--- config.mk ---
export PLATFORM = sky130hd
export DESIGN_NAME = fetch_group_top
export DESIGN_NICKNAME = d
export VERILOG_FILES = /design/src/rtl/isa_pkg.sv /design/src/rtl/fetch_pkg.sv /design/src/rtl/fetch_group_top.sv /design/src/rtl/flow_scan.sv /design/src/rtl/group_fifo.sv /design/src/rtl/group_extract.sv
export SDC_FILE = /design/constraint.sdc
export NUM_CORES = 2
export LEC_CHECK = 0
export BUFFER_PORTS_ARGS = -buffer_cell sky130_fd_sc_hd__buf_4
export CAP_MARGIN = 25
export CORE_MARGIN = 2
export CORE_UTILIZATION = 55
export CTS_CLUSTER_DIAMETER = 60
export DETAILED_ROUTE_END_ITERATION = 8
export GPL_ROUTABILITY_DRIVEN = 1
export GPL_TIMING_DRIVEN = 0
export PLACE_DENSITY = 0.79
export SKIP_CTS_REPAIR_TIMING = 1
export SLEW_MARGIN = 0
export SYNTH_ARGS = -nofsm -noshare
export SYNTH_HDL_FRONTEND = slang
export SYNTH_SLANG_ARGS = --single-unit
--- constraint.sdc ---
create_clock -name clk -period 7 [get_ports clk]
set_input_delay 0.7 -clock clk [delete_from_list [all_inputs] [get_ports clk]]
set_output_delay 0.7 -clock clk [all_outputs]
set_load 0.01 [all_outputs]
--- src/rtl/isa_pkg.sv ---
package isa_pkg;

	// =========================================================================
	// Basic word and address types
	// =========================================================================

	// One instruction word as it sits in the cache line
	typedef logic [31:0] word_t;

	// Byte address of an instruction, always a multiple of four
	typedef logic [31:0] pc_t;

	// Instruction fields
	typedef logic [4:0] opcode_t;
	typedef logic [2:0] link_t;
	typedef logic [1:0] rtd_typ_t;

	// Instructions are one word long
	localparam int WORD_BYTES = 4;

	// =========================================================================
	// Field positions
	// =========================================================================

	localparam int OPCODE_LSB  = 0;
	localparam int LINK_LSB    = 5;
	localparam int RTD_TYP_LSB = 8;

	// Displacement of BL and JSR, a signed word count
	localparam int DISP_LSB  = 8;
	localparam int DISP_BITS = 24;

	// =========================================================================
	// Opcodes
	// =========================================================================

	// Relative branch, turned into a call by a non-zero link field
	localparam opcode_t OP_BL  = 5'd13;
	// Absolute jump, a call when the link field is non-zero
	localparam opcode_t OP_JSR = 5'd12;
	// Return, only type 0 redirects the fetch
	localparam opcode_t OP_RTD = 5'd16;
	localparam opcode_t OP_NOP = 5'd31;

	// Link value 7 on a BL is reserved and is never treated as flow
	localparam link_t LINK_RSVD = 3'd7;

	// Full NOP with every other field cleared
	localparam word_t NOP_WORD = {27'd0, OP_NOP};

	// A call returns to the next word
	localparam pc_t RET_OFS = 32'd4;

	// Reported as target and return PC when a group has no flow instruction
	localparam pc_t RST_PC = 32'hFFFC_0100;

	// Sign extend the displacement field and scale it from words to bytes
	function automatic pc_t disp_ofs(input word_t w);
		disp_ofs = {{($bits(pc_t) - DISP_BITS - 2){w[DISP_LSB + DISP_BITS - 1]}},
			w[DISP_LSB +: DISP_BITS], 2'b00};
	endfunction

endpackage
--- src/rtl/fetch_pkg.sv ---
package fetch_pkg;

	// =========================================================================
	// Fetch group geometry
	// =========================================================================

	// Width of one slot, taken from the instruction word
	localparam int WORD_BITS = $bits(isa_pkg::word_t);

	// Instructions handed on per group
	localparam int SLOTS = 4;

	// Words held in one instruction cache line
	localparam int LINE_WORDS    = 8;
	localparam int LINE_BITS     = LINE_WORDS * WORD_BITS;
	localparam int WORD_IDX_BITS = $clog2(LINE_WORDS);

	localparam int GROUP_BITS = SLOTS * WORD_BITS;

	typedef logic [LINE_BITS-1:0]  line_t;
	typedef logic [SLOTS-1:0]      slot_valid_t;
	// Slot 0 sits in the low word
	typedef logic [GROUP_BITS-1:0] group_t;

	// =========================================================================
	// Queue and flow-control sizes
	// =========================================================================

	// Entries in the group queue, also the producer's credits after reset
	localparam int FIFO_DEPTH    = 4;
	localparam int FIFO_PTR_BITS = $clog2(FIFO_DEPTH);

	// Results the consumer may deliver before the outside returns credit
	localparam int OUT_CREDITS = 2;

	typedef logic [2:0]               credit_cnt_t;
	typedef logic [FIFO_PTR_BITS-1:0] fifo_ptr_t;
	// One bit wider than a pointer so that a full queue can be told apart
	typedef logic [FIFO_PTR_BITS:0]   fifo_cnt_t;

endpackage

--- src/rtl/fetch_group_top.sv ---
`timescale 1ns/1ps

module fetch_group_top (
	input  logic                   clk,
	input  logic                   rst_i,
	// Fetch side
	input  logic                   fetch_valid_i,
	input  isa_pkg::pc_t           fetch_pc_i,
	input  fetch_pkg::line_t       fetch_line_i,
	input  logic                   hwi_i,
	input  logic                   miss_i,
	input  isa_pkg::pc_t           miss_pc_i,
	output logic                   fetch_ready_o,
	// Result side
	input  logic                   credit_i,
	output logic                   grp_valid_o,
	output fetch_pkg::group_t      grp_o,
	output fetch_pkg::slot_valid_t grp_vld_o,
	output isa_pkg::pc_t           grp_pc_o,
	output logic                   do_flow_o,
	output logic                   do_call_o,
	output logic                   do_ret_o,
	output isa_pkg::pc_t           tgt_pc_o,
	output isa_pkg::pc_t           ret_pc_o
);
	import isa_pkg::*;
	import fetch_pkg::*;

	// Producer to queue
	logic        push;
	group_t      push_grp;
	slot_valid_t push_vld;
	pc_t         push_pc;
	logic        credit_ret;

	// Queue head to consumer
	logic        head_valid;
	group_t      head_grp;
	slot_valid_t head_vld;
	pc_t         head_pc;
	logic        pop;

	group_extract u_extract (
		.clk(clk), .rst_i(rst_i),
		.fetch_valid_i(fetch_valid_i), .hwi_i(hwi_i), .miss_i(miss_i),
		.fetch_pc_i(fetch_pc_i), .miss_pc_i(miss_pc_i), .fetch_line_i(fetch_line_i),
		.fetch_ready_o(fetch_ready_o), .credit_ret_i(credit_ret),
		.push_o(push), .push_grp_o(push_grp), .push_vld_o(push_vld), .push_pc_o(push_pc)
	);

	group_fifo u_fifo (
		.clk(clk), .rst_i(rst_i),
		.push_i(push), .push_grp_i(push_grp), .push_vld_i(push_vld), .push_pc_i(push_pc),
		.pop_i(pop), .head_valid_o(head_valid), .head_grp_o(head_grp),
		.head_vld_o(head_vld), .head_pc_o(head_pc), .credit_ret_o(credit_ret)
	);

	flow_scan u_scan (
		.clk(clk), .rst_i(rst_i),
		.head_valid_i(head_valid), .head_grp_i(head_grp), .head_vld_i(head_vld),
		.head_pc_i(head_pc), .pop_o(pop), .credit_i(credit_i),
		.grp_valid_o(grp_valid_o), .grp_o(grp_o), .grp_vld_o(grp_vld_o), .grp_pc_o(grp_pc_o),
		.tgt_pc_o(tgt_pc_o), .ret_pc_o(ret_pc_o),
		.do_flow_o(do_flow_o), .do_call_o(do_call_o), .do_ret_o(do_ret_o)
	);

endmodule

--- src/rtl/flow_scan.sv ---
`timescale 1ns/1ps

module flow_scan (
	input  logic                   clk,
	input  logic                   rst_i,
	input  logic                   head_valid_i,
	input  fetch_pkg::group_t      head_grp_i,
	input  fetch_pkg::slot_valid_t head_vld_i,
	input  isa_pkg::pc_t           head_pc_i,
	output logic                   pop_o,
	input  logic                   credit_i,
	output logic                   grp_valid_o,
	output fetch_pkg::group_t      grp_o,
	output fetch_pkg::slot_valid_t grp_vld_o,
	output isa_pkg::pc_t           grp_pc_o,
	output isa_pkg::pc_t           tgt_pc_o,
	output isa_pkg::pc_t           ret_pc_o,
	output logic                   do_flow_o,
	output logic                   do_call_o,
	output logic                   do_ret_o
);
	import isa_pkg::*;
	import fetch_pkg::*;

	word_t      slot_word [SLOTS];
	pc_t        slot_pc   [SLOTS];
	opcode_t    slot_op   [SLOTS];
	link_t      slot_link [SLOTS];
	rtd_typ_t   slot_typ  [SLOTS];

	// Per-slot decode results, only set for valid slots
	logic [SLOTS-1:0] is_bl;
	logic [SLOTS-1:0] is_jsr;
	logic [SLOTS-1:0] is_ret;
	logic [SLOTS-1:0] is_call;

	logic        flow_nxt;
	logic        call_nxt;
	logic        ret_nxt;
	pc_t         tgt_nxt;
	pc_t         retpc_nxt;
	credit_cnt_t out_credit;

	// =========================================================================
	// Slot decode
	// =========================================================================

	always_comb
	begin
		for (int k = 0; k < SLOTS; k++)
		begin
			slot_word[k] = head_grp_i[k * WORD_BITS +: WORD_BITS];
			slot_pc[k]   = head_pc_i + pc_t'(k * WORD_BYTES);
			slot_op[k]   = slot_word[k][OPCODE_LSB +: $bits(opcode_t)];
			slot_link[k] = slot_word[k][LINK_LSB +: $bits(link_t)];
			slot_typ[k]  = slot_word[k][RTD_TYP_LSB +: $bits(rtd_typ_t)];

			// Link 7 on a branch is reserved and falls through as a plain op
			is_bl[k]  = head_vld_i[k] && (slot_op[k] == OP_BL) && (slot_link[k] != LINK_RSVD);
			is_jsr[k] = head_vld_i[k] && (slot_op[k] == OP_JSR);
			is_ret[k] = head_vld_i[k] && (slot_op[k] == OP_RTD) && (slot_typ[k] == '0);
			// Either form links when it names a link register
			is_call[k] = (is_bl[k] || is_jsr[k]) && (slot_link[k] != '0);
		end
	end

	// =========================================================================
	// First flow instruction in slot order
	// =========================================================================

	always_comb
	begin
		logic found;
		found     = 1'b0;
		flow_nxt  = 1'b0;
		call_nxt  = 1'b0;
		ret_nxt   = 1'b0;
		tgt_nxt   = RST_PC;
		retpc_nxt = RST_PC;
		// Lower slots come first in program order and so win
		for (int k = 0; k < SLOTS; k++)
		begin
			if (!found && (is_bl[k] || is_jsr[k]))
			begin
				found    = 1'b1;
				flow_nxt = 1'b1;
				call_nxt = is_call[k];
				// Branches are PC relative, jumps take the displacement as is
				if (is_bl[k])
					tgt_nxt = slot_pc[k] + disp_ofs(slot_word[k]);
				else
					tgt_nxt = disp_ofs(slot_word[k]);
				if (is_call[k])
					retpc_nxt = slot_pc[k] + RET_OFS;
			end
			else if (!found && is_ret[k])
			begin
				// A return stops the scan but reports no target here
				found   = 1'b1;
				ret_nxt = 1'b1;
			end
		end
	end

	// =========================================================================
	// Output credits and result register
	// =========================================================================

	// Only take the head when the outside still has room for a result
	assign pop_o = head_valid_i && (out_credit != '0);

	always_ff @(posedge clk)
	begin
		if (rst_i)
		begin
			out_credit  <= credit_cnt_t'(OUT_CREDITS);
			grp_valid_o <= 1'b0;
		end
		else
		begin
			grp_valid_o <= pop_o;
			case ({pop_o, credit_i})
				2'b10:   out_credit <= out_credit - 1'b1;
				2'b01:   out_credit <= out_credit + 1'b1;
				default: out_credit <= out_credit;
			endcase
		end
	end

	// Result payload, qualified by grp_valid_o
	always_ff @(posedge clk)
	begin
		if (pop_o)
		begin
			grp_o     <= head_grp_i;
			grp_vld_o <= head_vld_i;
			grp_pc_o  <= head_pc_i;
			do_flow_o <= flow_nxt;
			do_call_o <= call_nxt;
			do_ret_o  <= ret_nxt;
			tgt_pc_o  <= tgt_nxt;
			ret_pc_o  <= retpc_nxt;
		end
	end

	// The outside may not return more credit than it was given
	a_out_credit_max: assert property (@(posedge clk) disable iff (rst_i)
		out_credit <= credit_cnt_t'(OUT_CREDITS));

	// A delivered group redirects at most one way
	a_flow_xor_ret: assert property (@(posedge clk) disable iff (rst_i)
		grp_valid_o |-> !(do_ret_o && do_flow_o));

endmodule

--- src/rtl/group_fifo.sv ---
`timescale 1ns/1ps

module group_fifo (
	input  logic                   clk,
	input  logic                   rst_i,
	input  logic                   push_i,
	input  fetch_pkg::group_t      push_grp_i,
	input  fetch_pkg::slot_valid_t push_vld_i,
	input  isa_pkg::pc_t           push_pc_i,
	input  logic                   pop_i,
	output logic                   head_valid_o,
	output fetch_pkg::group_t      head_grp_o,
	output fetch_pkg::slot_valid_t head_vld_o,
	output isa_pkg::pc_t           head_pc_o,
	output logic                   credit_ret_o
);
	import fetch_pkg::*;

	// Storage for the queued groups
	group_t                       grp_mem [FIFO_DEPTH];
	slot_valid_t                  vld_mem [FIFO_DEPTH];
	logic [$bits(head_pc_o)-1:0]  pc_mem  [FIFO_DEPTH];

	fifo_ptr_t wr_ptr;
	fifo_ptr_t rd_ptr;
	fifo_cnt_t count;

	// Step a pointer around the ring
	function automatic fifo_ptr_t next_ptr(input fifo_ptr_t p);
		next_ptr = (p == fifo_ptr_t'(FIFO_DEPTH - 1)) ? '0 : p + 1'b1;
	endfunction

	// =========================================================================
	// Write side
	// =========================================================================

	always_ff @(posedge clk)
	begin
		if (push_i)
		begin
			grp_mem[wr_ptr] <= push_grp_i;
			vld_mem[wr_ptr] <= push_vld_i;
			pc_mem[wr_ptr]  <= push_pc_i;
		end
	end

	// =========================================================================
	// Pointers, occupancy and credit return
	// =========================================================================

	always_ff @(posedge clk)
	begin
		if (rst_i)
		begin
			wr_ptr       <= '0;
			rd_ptr       <= '0;
			count        <= '0;
			credit_ret_o <= 1'b0;
		end
		else
		begin
			if (push_i)
				wr_ptr <= next_ptr(wr_ptr);
			if (pop_i)
				rd_ptr <= next_ptr(rd_ptr);
			case ({push_i, pop_i})
				2'b10:   count <= count + 1'b1;
				2'b01:   count <= count - 1'b1;
				default: count <= count;
			endcase
			// Every entry taken out frees one slot for the producer
			credit_ret_o <= pop_i;
		end
	end

	// Show-ahead head, readable in the same cycle it is popped
	assign head_valid_o = (count != '0);
	assign head_grp_o   = grp_mem[rd_ptr];
	assign head_vld_o   = vld_mem[rd_ptr];
	assign head_pc_o    = pc_mem[rd_ptr];

	// The producer's credits keep it from overrunning the queue
	a_no_overflow: assert property (@(posedge clk) disable iff (rst_i)
		push_i |-> (count < fifo_cnt_t'(FIFO_DEPTH)));

	// The consumer only pops a head it has seen as valid
	a_no_underflow: assert property (@(posedge clk) disable iff (rst_i)
		pop_i |-> (count != '0));

endmodule

--- src/rtl/group_extract.sv ---
`timescale 1ns/1ps

module group_extract (
	input  logic                  clk,
	input  logic                  rst_i,
	input  logic                  fetch_valid_i,
	input  logic                  hwi_i,
	input  logic                  miss_i,
	input  isa_pkg::pc_t          fetch_pc_i,
	input  isa_pkg::pc_t          miss_pc_i,
	input  fetch_pkg::line_t      fetch_line_i,
	output logic                  fetch_ready_o,
	input  logic                  credit_ret_i,
	output logic                  push_o,
	output fetch_pkg::group_t     push_grp_o,
	output fetch_pkg::slot_valid_t push_vld_o,
	output isa_pkg::pc_t          push_pc_o
);
	import isa_pkg::*;
	import fetch_pkg::*;

	// The line is padded with NOPs so that slots past its end read as NOPs
	localparam int PAD_BITS = LINE_BITS + GROUP_BITS;

	logic [WORD_IDX_BITS-1:0] word_idx;
	logic [PAD_BITS-1:0]      padded_line;
	logic [PAD_BITS-1:0]      shifted_line;
	group_t                   aligned;
	group_t                   prev_aligned;
	pc_t                      prev_pc;
	logic                     redundant;
	logic                     accept;
	pc_t                      slot_addr [SLOTS];
	group_t                   slot_grp;
	slot_valid_t              slot_vld;
	credit_cnt_t              credit_cnt;

	// =========================================================================
	// Alignment of the cache line to the fetch PC
	// =========================================================================

	// Word index of the fetch PC inside the line
	assign word_idx = fetch_pc_i[2 +: WORD_IDX_BITS];

	assign padded_line  = {{SLOTS{NOP_WORD}}, fetch_line_i};
	assign shifted_line = padded_line >> (word_idx * WORD_BITS);
	// After the shift slot 0 is the word the PC points at
	assign aligned = shifted_line[GROUP_BITS-1:0];

	// A fetch that repeats the last accepted one must not issue twice
	assign redundant = (fetch_pc_i == prev_pc) && (aligned == prev_aligned);

	assign slot_grp = redundant ? {SLOTS{NOP_WORD}} : aligned;

	// =========================================================================
	// Slot valid bits
	// =========================================================================

	always_comb
	begin
		for (int k = 0; k < SLOTS; k++)
		begin
			slot_addr[k] = fetch_pc_i + pc_t'(k * WORD_BYTES);
			// An interrupt kills the whole group
			// A branch miss kills every slot that lies before the miss PC
			slot_vld[k] = !hwi_i && !(miss_i && (miss_pc_i > slot_addr[k]));
		end
	end

	// =========================================================================
	// Group register and push
	// =========================================================================

	assign accept = fetch_valid_i && fetch_ready_o;

	always_ff @(posedge clk)
	begin
		if (rst_i)
		begin
			push_o       <= 1'b0;
			prev_pc      <= '0;
			prev_aligned <= '0;
		end
		else
		begin
			// The push goes out on the cycle after the fetch is taken
			push_o <= accept;
			if (accept)
			begin
				// Remember the raw aligned words, not the NOP version
				prev_pc      <= fetch_pc_i;
				prev_aligned <= aligned;
			end
		end
	end

	always_ff @(posedge clk)
	begin
		if (accept)
		begin
			push_grp_o <= slot_grp;
			push_vld_o <= slot_vld;
			push_pc_o  <= fetch_pc_i;
		end
	end

	// =========================================================================
	// Credits toward the group queue
	// =========================================================================

	// The credit for a push is taken on the edge that registers it, so the
	// ready flag already accounts for a push still on its way to the queue
	always_ff @(posedge clk)
	begin
		if (rst_i)
			credit_cnt <= credit_cnt_t'(FIFO_DEPTH);
		else
		begin
			case ({accept, credit_ret_i})
				2'b10:   credit_cnt <= credit_cnt - 1'b1;
				2'b01:   credit_cnt <= credit_cnt + 1'b1;
				default: credit_cnt <= credit_cnt;
			endcase
		end
	end

	assign fetch_ready_o = (credit_cnt != '0);

	// The queue may never hand back more credits than it has entries
	a_credit_max: assert property (@(posedge clk) disable iff (rst_i)
		credit_cnt <= credit_cnt_t'(FIFO_DEPTH));

endmodule

[Word-level counts from Yosys, hierarchy flattened]
Memories as Yosys holds them, arrays and structs flattened. A register that Yosys moved wholly into a read port is not among the register bits.
Index checks and enable logic that the tools add are counted.
W data, S select, Z words.
Cells by class
  add/sub/neg operators: 21
  magnitude comparators: 4
  equality and inequality tests: 26
  shift-type cells: 1
  multiplexer cells: 47
  reductions and logical operators: 68
Operator list (number)
  $mux W32: 16
  $shr A357 B8 Y128: 1
  $add A32 B3 Y32 const B: 5
  $add A32 B32 Y32: 4
  $add A32 B4 Y32 const B: 4
  $eq A128 B128 Y1: 1
  $gt A32 B32 Y1: 4
  $logic_and A1 B1 Y1: 41
  $eq A5 B4 Y1 const B: 8
  $eq A32 B32 Y1: 1
  $reduce_bool A3 Y1: 7
  $eq A5 B5 Y1 const B: 4
  $mux W1: 20
  $pmux W3 S2: 3
  $mux W2: 8
  $ne A3 B3 Y1 const B: 4
  $eq A2 B2 Y1 const B: 5
  $add A3 B1 Y3 const B: 3
  $sub A3 B1 Y3 const B: 3
  $logic_not A1 Y1: 8
  $logic_not A2 Y1: 4
  $eq A2 B1 Y1 const B: 3
  $reduce_bool A2 Y1: 3
  $add A2 B1 Y2 const B: 2
  2 further kinds: 5
Word-level totals
  register bits after elaboration: 570
  bits in writable memories: 656
  input port bits: 326
  output and inout port bits: 233
  word-level logic and storage cells: 190
  memories: 3
Memories
  u_fifo.grp_mem: words 4, bits a word 128, rd ports 1, clocked after Yosys merged registers in 1, wr ports 1, RTL line group_fifo.sv:20  | group_t grp_mem [FIFO_DEPTH];
  u_fifo.pc_mem: words 4, bits a word 32, rd ports 1, clocked after Yosys merged registers in 1, wr ports 1, RTL line group_fifo.sv:22  | logic [$bits(head_pc_o)-1:0] pc_mem [FIFO_DEPTH];
  u_fifo.vld_mem: words 4, bits a word 4, rd ports 1, clocked after Yosys merged registers in 1, wr ports 1, RTL line group_fifo.sv:21  | slot_valid_t vld_mem [FIFO_DEPTH];

[Depth between registers and ports, before layout]
  word-level depth: 17
  depth in mapped cells: 26
  mapped depth without buffers: 20

[Cells and area by module]
A second synthesis with hierarchy kept.
Unflattened totals
  cells, all modules: 5381
  area, all modules: 66442.5 um2
Modules (own cells, without submodules)
  group_fifo: times used 1, cells an instance 906, area an instance 24130.6 um2, sequential area each 19899.1 um2
  group_extract: times used 1, cells an instance 2432, area an instance 23112.2 um2, sequential area each 8207.9 um2
  flow_scan: times used 1, cells an instance 2043, area an instance 19199.7 um2, sequential area each 7016.7 um2

[Worst setup path before layout]
OpenSTA, ideal clock, no wires.
  path type: flip-flop to flip-flop
  from: reg u_scan.out_credit[0]
  to: reg u_fifo.count[2]
  setup time: 70 ps
  data arrival time: 6848 ps
  data required time: 6930 ps
  slack: 82 ps
  cell stages (with the launch flop): 10
  buffers on the path: 0
  clock period less this slack: 6918 ps
  path through: dfxtp_1 -> or3_1 -> o31ai_1 -> inv_1 -> ha_1 -> inv_1 -> fa_1 -> xor2_1 -> or3_1 -> a21oi_1
Between the ends
  cells in the longest elaborated chain, start to end: 4
  elaborated cells on any way between the ends: 6
  those cells by class: eq/ne: 2; mux: 1; reduce/logical: 3
RTL lines
  from (decl): RTL line flow_scan.sv:42  | credit_cnt_t out_credit;
  from (signal assigned): RTL line flow_scan.sv:116  | out_credit <= credit_cnt_t'(OUT_CREDITS);
  from (signal assigned): RTL line flow_scan.sv:123  | 2'b10: out_credit <= out_credit - 1'b1;
  from (signal assigned): RTL line flow_scan.sv:124  | 2'b01: out_credit <= out_credit + 1'b1;
  $reduce_bool A3 Y1 *: RTL line flow_scan.sv:110  | assign pop_o = head_valid_i && (out_credit != '0);
  $logic_and A1 B1 Y1 *: RTL line flow_scan.sv:110
  via pop: RTL line fetch_group_top.sv:41  | logic pop;
  $eq A2 B1 Y1 or $eq A2 B2 Y1 (tied branches): RTL line group_fifo.sv:66  | case ({push_i, pop_i})
  $pmux W3 S2 or $reduce_bool A2 Y1 (tied branches)
  to (signal assigned): RTL line group_fifo.sv:67  | 2'b10: count <= count + 1'b1;
  to (signal assigned): RTL line group_fifo.sv:68  | 2'b01: count <= count - 1'b1;
  to (signal assigned): RTL line group_fifo.sv:69  | default: count <= count;
  to (decl): RTL line group_fifo.sv:26  | fifo_cnt_t count;
The timed path passes the listed nets; every way through them passes the cells marked *.
A chain may end at the register's enable or synchronous reset.

[Worst setup path in the final report]
  from: in fetch_pc_i[4]
  to: reg u_extract.push_grp_o[63] (data pin)
Between the ends
  cells in the longest elaborated chain, start to end: 3
  elaborated cells on any way between the ends: 4
  those cells by class: eq/ne: 2; shift: 1; reduce/logical: 1
RTL lines
  from (decl): RTL line fetch_group_top.sv:8  | input isa_pkg::pc_t fetch_pc_i,
  $shr A357 B8 Y128: RTL line group_extract.sv:46  | assign shifted_line = padded_line >> (word_idx * WORD_BITS);
  $eq A128 B128 Y1: RTL line group_extract.sv:51  | assign redundant = (fetch_pc_i == prev_pc) && (aligned == prev_aligned);
  $logic_and A1 B1 Y1: RTL line group_extract.sv:51
  to (signal assigned): RTL line group_extract.sv:101  | push_grp_o <= slot_grp;
  to (decl): RTL line group_extract.sv:15  | output fetch_pkg::group_t push_grp_o,
Several ways; a longest one is shown, not always the timed one.

==> impl_metrics.prom <==
# TYPE chip_impl_metric gauge
chip_impl_metric{name="ports_placed_on_the_boundary",unit=""} 559
chip_impl_metric{name="globalplace.congestion",unit=""} 1.059
chip_impl_metric{name="global_route.overflow_total",unit=""} 0
chip_impl_metric{name="synth_cells",unit=""} 5222
chip_impl_metric{name="final_layout_size_suffix_gt1_share",unit="%"} 20.45
chip_impl_metric{name="maxSlewHeadroom",unit="%"} 21.53
chip_impl_metric{name="grt_pass1_wl",unit="um"} 358100
chip_impl_metric{name="die-area",unit="um^2"} 121000
chip_impl_info{name="path_cells",value="buf_4 > buf_2 > buf_2 > inv_1 > nand2_1 > buf_2 > buf_2 > buf_1 > o22ai_1 > a221oi_1 > o2111ai_1 > nor4_1 > nand4_1 > nor3_2 > buf_2 > buf_4 > nor2_1"} 1
chip_impl_metric{name="tightest_pin_transition",unit="ns"} 1.175
chip_impl_metric{name="io_buffer_count",unit=""} 558
chip_impl_metric{name="first_global_vias",unit=""} 49330
chip_impl_metric{name="fin_crit_sh",unit="%"} 103.8
chip_impl_metric{name="grt_antenna_before_repair",unit=""} 25
chip_impl_metric{name="fp.dieW",unit="um"} 347.8
chip_impl_metric{name="gr-usage-met2",unit="%"} 63.40
chip_impl_metric{name="synth_nets",unit=""} 5815
chip_impl_metric{name="drt-initial-drc-count",unit=""} 8227
chip_impl_metric{name="max_cap_violations",unit=""} 0
chip_impl_metric{name="routedWlPerCell",unit="um"} 33.94
chip_impl_metric{name="timing_max_transition_violations_final",unit=""} 0
chip_impl_metric{name="clk_latency",unit="ns"} 0.75
chip_impl_metric{name="final_setup_violations",unit=""} 73
chip_impl_metric{name="clock_tree.htree_level_count",unit=""} 3
chip_impl_metric{name="syn_avg_cell_area",unit="um^2"} 12.45
chip_impl_metric{name="syn-cell-area",unit="um^2"} 65010
chip_impl_metric{name="peakVddDrop",unit="mV"} 0.4658
chip_impl_info{name="outcome",value="complete, but fails checks"} 1
chip_impl_metric{name="min_period",unit="ns"} 7.266
chip_impl_metric{name="placement_rows",unit=""} 126
chip_impl_info{name="crit_type",value="in2reg"} 1
chip_impl_info{name="yosys_most_used_dff",value="edfxtp_1"} 1
chip_impl_metric{name="start_util",unit="%"} 55.28
chip_impl_metric{name="clock_skew",unit="ns"} 0.02583
chip_impl_metric{name="clock_sink_count",unit=""} 1228
chip_impl_info{name="worst_path_max_delay_cell",value="nor3_2"} 1
chip_impl_metric{name="placed_area",unit="um^2"} 71680
chip_impl_metric{name="die_h",unit="um"} 347.8
chip_impl_info{name="post_synth_main_area_contributors",value="edfxtp_1 49%, mux4_2 7.6%, dfxtp_1 5.5%"} 1
chip_impl_metric{name="ys_types",unit=""} 101
chip_impl_info{name="failed_checks",value="setup timing"} 1
chip_impl_metric{name="crit_path_max_incr_delay",unit="ns"} 0.63
chip_impl_metric{name="critical_path_required",unit="ns"} 7.39
chip_impl_metric{name="placeableCoreArea",unit="um^2"} 117600
chip_impl_info{name="post-synth-top-area-cell",value="edfxtp_1"} 1
chip_impl_metric{name="area_delta_synth_final",unit="%"} 16.47
chip_impl_metric{name="final.setup.tns",unit="ns"} -8.480
chip_impl_metric{name="met3_usage",unit="%"} 10.45
chip_impl_metric{name="cts_max_path_buffers",unit=""} 3
chip_impl_info{name="layout.cells.most_common",value="edfxtp_1"} 1
chip_impl_metric{name="synth_sequential_area_ratio",unit="%"} 54.00
chip_impl_metric{name="worst_setup_hold_path_clk_slew",unit="ns"} 0.06
chip_impl_metric{name="numCtsBuffers",unit=""} 116
chip_impl_metric{name="share_of_the_synthesized_area_in_the_top_cell_type",unit="%"} 48.55
chip_impl_metric{name="achievable_clock_frequency",unit="MHz"} 137.6
chip_impl_metric{name="synthArstFlopShare",unit="%"} 0
chip_impl_metric{name="gr-usage-met1",unit="%"} 53.76
chip_impl_metric{name="drtAntennaViolNets",unit=""} 0
chip_impl_info{name="layout.cells.most_common_list",value="1051 x edfxtp_1, 596 x buf_4, 545 x nor2_1, 321 x nand2_1, 298 x a21oi_1"} 1
chip_impl_metric{name="postLayoutSetupSlackWorst",unit="ns"} -0.2657
chip_impl_metric{name="p_leak",unit="nW"} 27.71
chip_impl_metric{name="power_per_cell_area",unit="nW/um^2"} 394.5
chip_impl_metric{name="post_detailed_routing_wire_length",unit="um"} 257200
chip_impl_info{name="grt_busiest_layer",value="met2"} 1
chip_impl_info{name="rsz0062_at_grt",value="no"} 1
chip_impl_metric{name="pin_count_of_the_biggest_net_entering_global_routing",unit=""} 123
chip_impl_metric{name="grt_usage",unit="%"} 41.92
chip_impl_info{name="critical-path-top-cell-by-count",value="buf_2"} 1
chip_impl_metric{name="crit_path_max_fanout",unit=""} 11
chip_impl_metric{name="final-hold-violation-count",unit=""} 0
chip_impl_info{name="worstSetupStartpointType",value="primary input"} 1
chip_impl_metric{name="detail_route.first_pass.iterations",unit=""} 6
chip_impl_metric{name="design_power_total",unit="mW"} 29.87
chip_impl_metric{name="detailroute.via_count",unit=""} 51230
chip_impl_metric{name="finalNetCount",unit=""} 6526
chip_impl_metric{name="final_cell_area",unit="um^2"} 75720
chip_impl_info{name="clk_root_buffer_cell",value="clkbuf_16"} 1
chip_impl_metric{name="synth_warnings",unit=""} 0
chip_impl_info{name="cts_tree",value="done"} 1
chip_impl_metric{name="final_core_util",unit="%"} 64.38
chip_impl_metric{name="detail_route.drc_violations",unit=""} 0
chip_impl_metric{name="viasPerCell",unit=""} 6.761
chip_impl_info{name="worstSetupEndpointType",value="flop"} 1
chip_impl_info{name="hp-class",value="in2reg"} 1
chip_impl_metric{name="critical_path_arrival",unit="ns"} 7.65
chip_impl_metric{name="synth_seq_cells",unit=""} 1228
chip_impl_metric{name="dp_slack",unit="ns"} -1.786
chip_impl_metric{name="detailed_place_hpwl",unit="um"} 195300
chip_impl_metric{name="edff_count_synth",unit=""} 1051
==> per-layer routing <==
metal	part of all wire (%)	up-vias	routed length, um
li1	-	21410	-
met1	36	24930	92400
met2	44	4090	112900
met3	12	806	30930
met4	8.1	8	20850
met5	0.024	-	63
==> critical path: cells and delay by family <==
kind	cells	cell delay, ns
buffers and inverters	9	3.39
and+or+nand+nor	5	2.43
AOI/OAI and AO/OA	3	1.10
==> cells in the mapped netlist (all sizes together), types with 43 or more instances <==
cell type and instances:
a211oi 116, a21o 79, a21oi 299, a221o 48
buf 130, clkbuf 143, dfxtp 177, edfxtp 1051
ha 260, inv 111, mux2 65, mux2i 133
mux4 226, nand2 322, nand2b 59, nand3 79
nand4 95, nor2 545, nor2b 50, nor3 70
nor4 43, o21ai 200, o22ai 43, xnor2 259
xor2 185
==> sequential cells by signal (all words and copies together), names as in the netlist, 2 cells and up, named ones only <==
| name | flops |
|---|---|
| u_extract.credit_cnt | 3 |
| u_extract.prev_aligned | 128 |
| u_extract.prev_pc | 32 |
| u_extract.push_grp_o | 128 |
| u_extract.push_pc_o | 32 |
| u_extract.push_vld_o | 4 |
| u_fifo.count | 3 |
| u_fifo.grp_mem | 512 |
| u_fifo.pc_mem | 128 |
| u_fifo.rd_ptr | 2 |
| u_fifo.vld_mem | 16 |
| u_fifo.wr_ptr | 2 |
| u_scan.grp_o | 128 |
| u_scan.grp_pc_o | 32 |
| u_scan.grp_vld_o | 4 |
| u_scan.out_credit | 3 |
| u_scan.ret_pc_o | 32 |
| u_scan.tgt_pc_o | 32 |
==> power by group <==
group	leakage, nW	switching, mW	internal, mW
clock	1.85	2.81	3.50
combinational	14.7	8.33	4.86
sequential	11.2	0.660	9.72
total	27.7	11.8	18.1
==> area by class of cell <==
cell class	instances	area, um^2
Fill cell	8734	41890
Antenna cell	7	17.52
Buffer	268	1363
Multi-Input combinational cell	3603	28220
Inverter	118	455.4
Timing Repair Buffer	598	4840
Clock buffer	149	3117
Sequential cell	1228	35100
Tap cell	1536	1922
Clock inverter	71	680.7
==> final timing paths <==
| path | to | start | slack, ns | cells past startpoint |
|---|---|---|---|---|
| worst max-delay path | u_extract.push_grp_o[63] | fetch_pc_i[4] | -0.27 | 17 |
| worst min register to register | u_extract.prev_pc[26] | u_extract.prev_pc[26] | 0.47 | 2 |
| worst min-delay path | u_extract.push_pc_o[22] | fetch_pc_i[22] | 0.15 | 1 |
| worst max register to register | u_scan.tgt_pc_o[29] | flop | 0.16 | 21 |
==> cells by family (layout without fill, tap and decap cells) <==
kind of cell / Yosys count / after routing / share of synthesized area, %
AND/OR/NAND/NOR: 1408 / 1408 / 10.28
flip-flops: 1228 / 1228 / 54.00
AO/OA/AOI/OAI: 1060 / 1060 / 10.72
XOR/XNOR: 444 / 444 / 6.016
multiplexers: 424 / 424 / 11.05
buffers and inverters: 391 / 1204 / 2.717
adder cells (fa/ha/maj): 267 / 267 / 5.219
other: 0 / 7 / 0
==> stage by stage <==
stage / hold WS, ns / cells
2_1_floorplan: 0.4481 / 5222
3_3_place_gp: 0.4532 / 7316
3_5_place_dp: 0.4583 / 7345
4_1_cts: 0.1077 / 7565
5_1_grt: 0.1267 / 7572
6_report: 0.1517 / 7578
No activity file was read; power rests on OpenSTA's default activity.
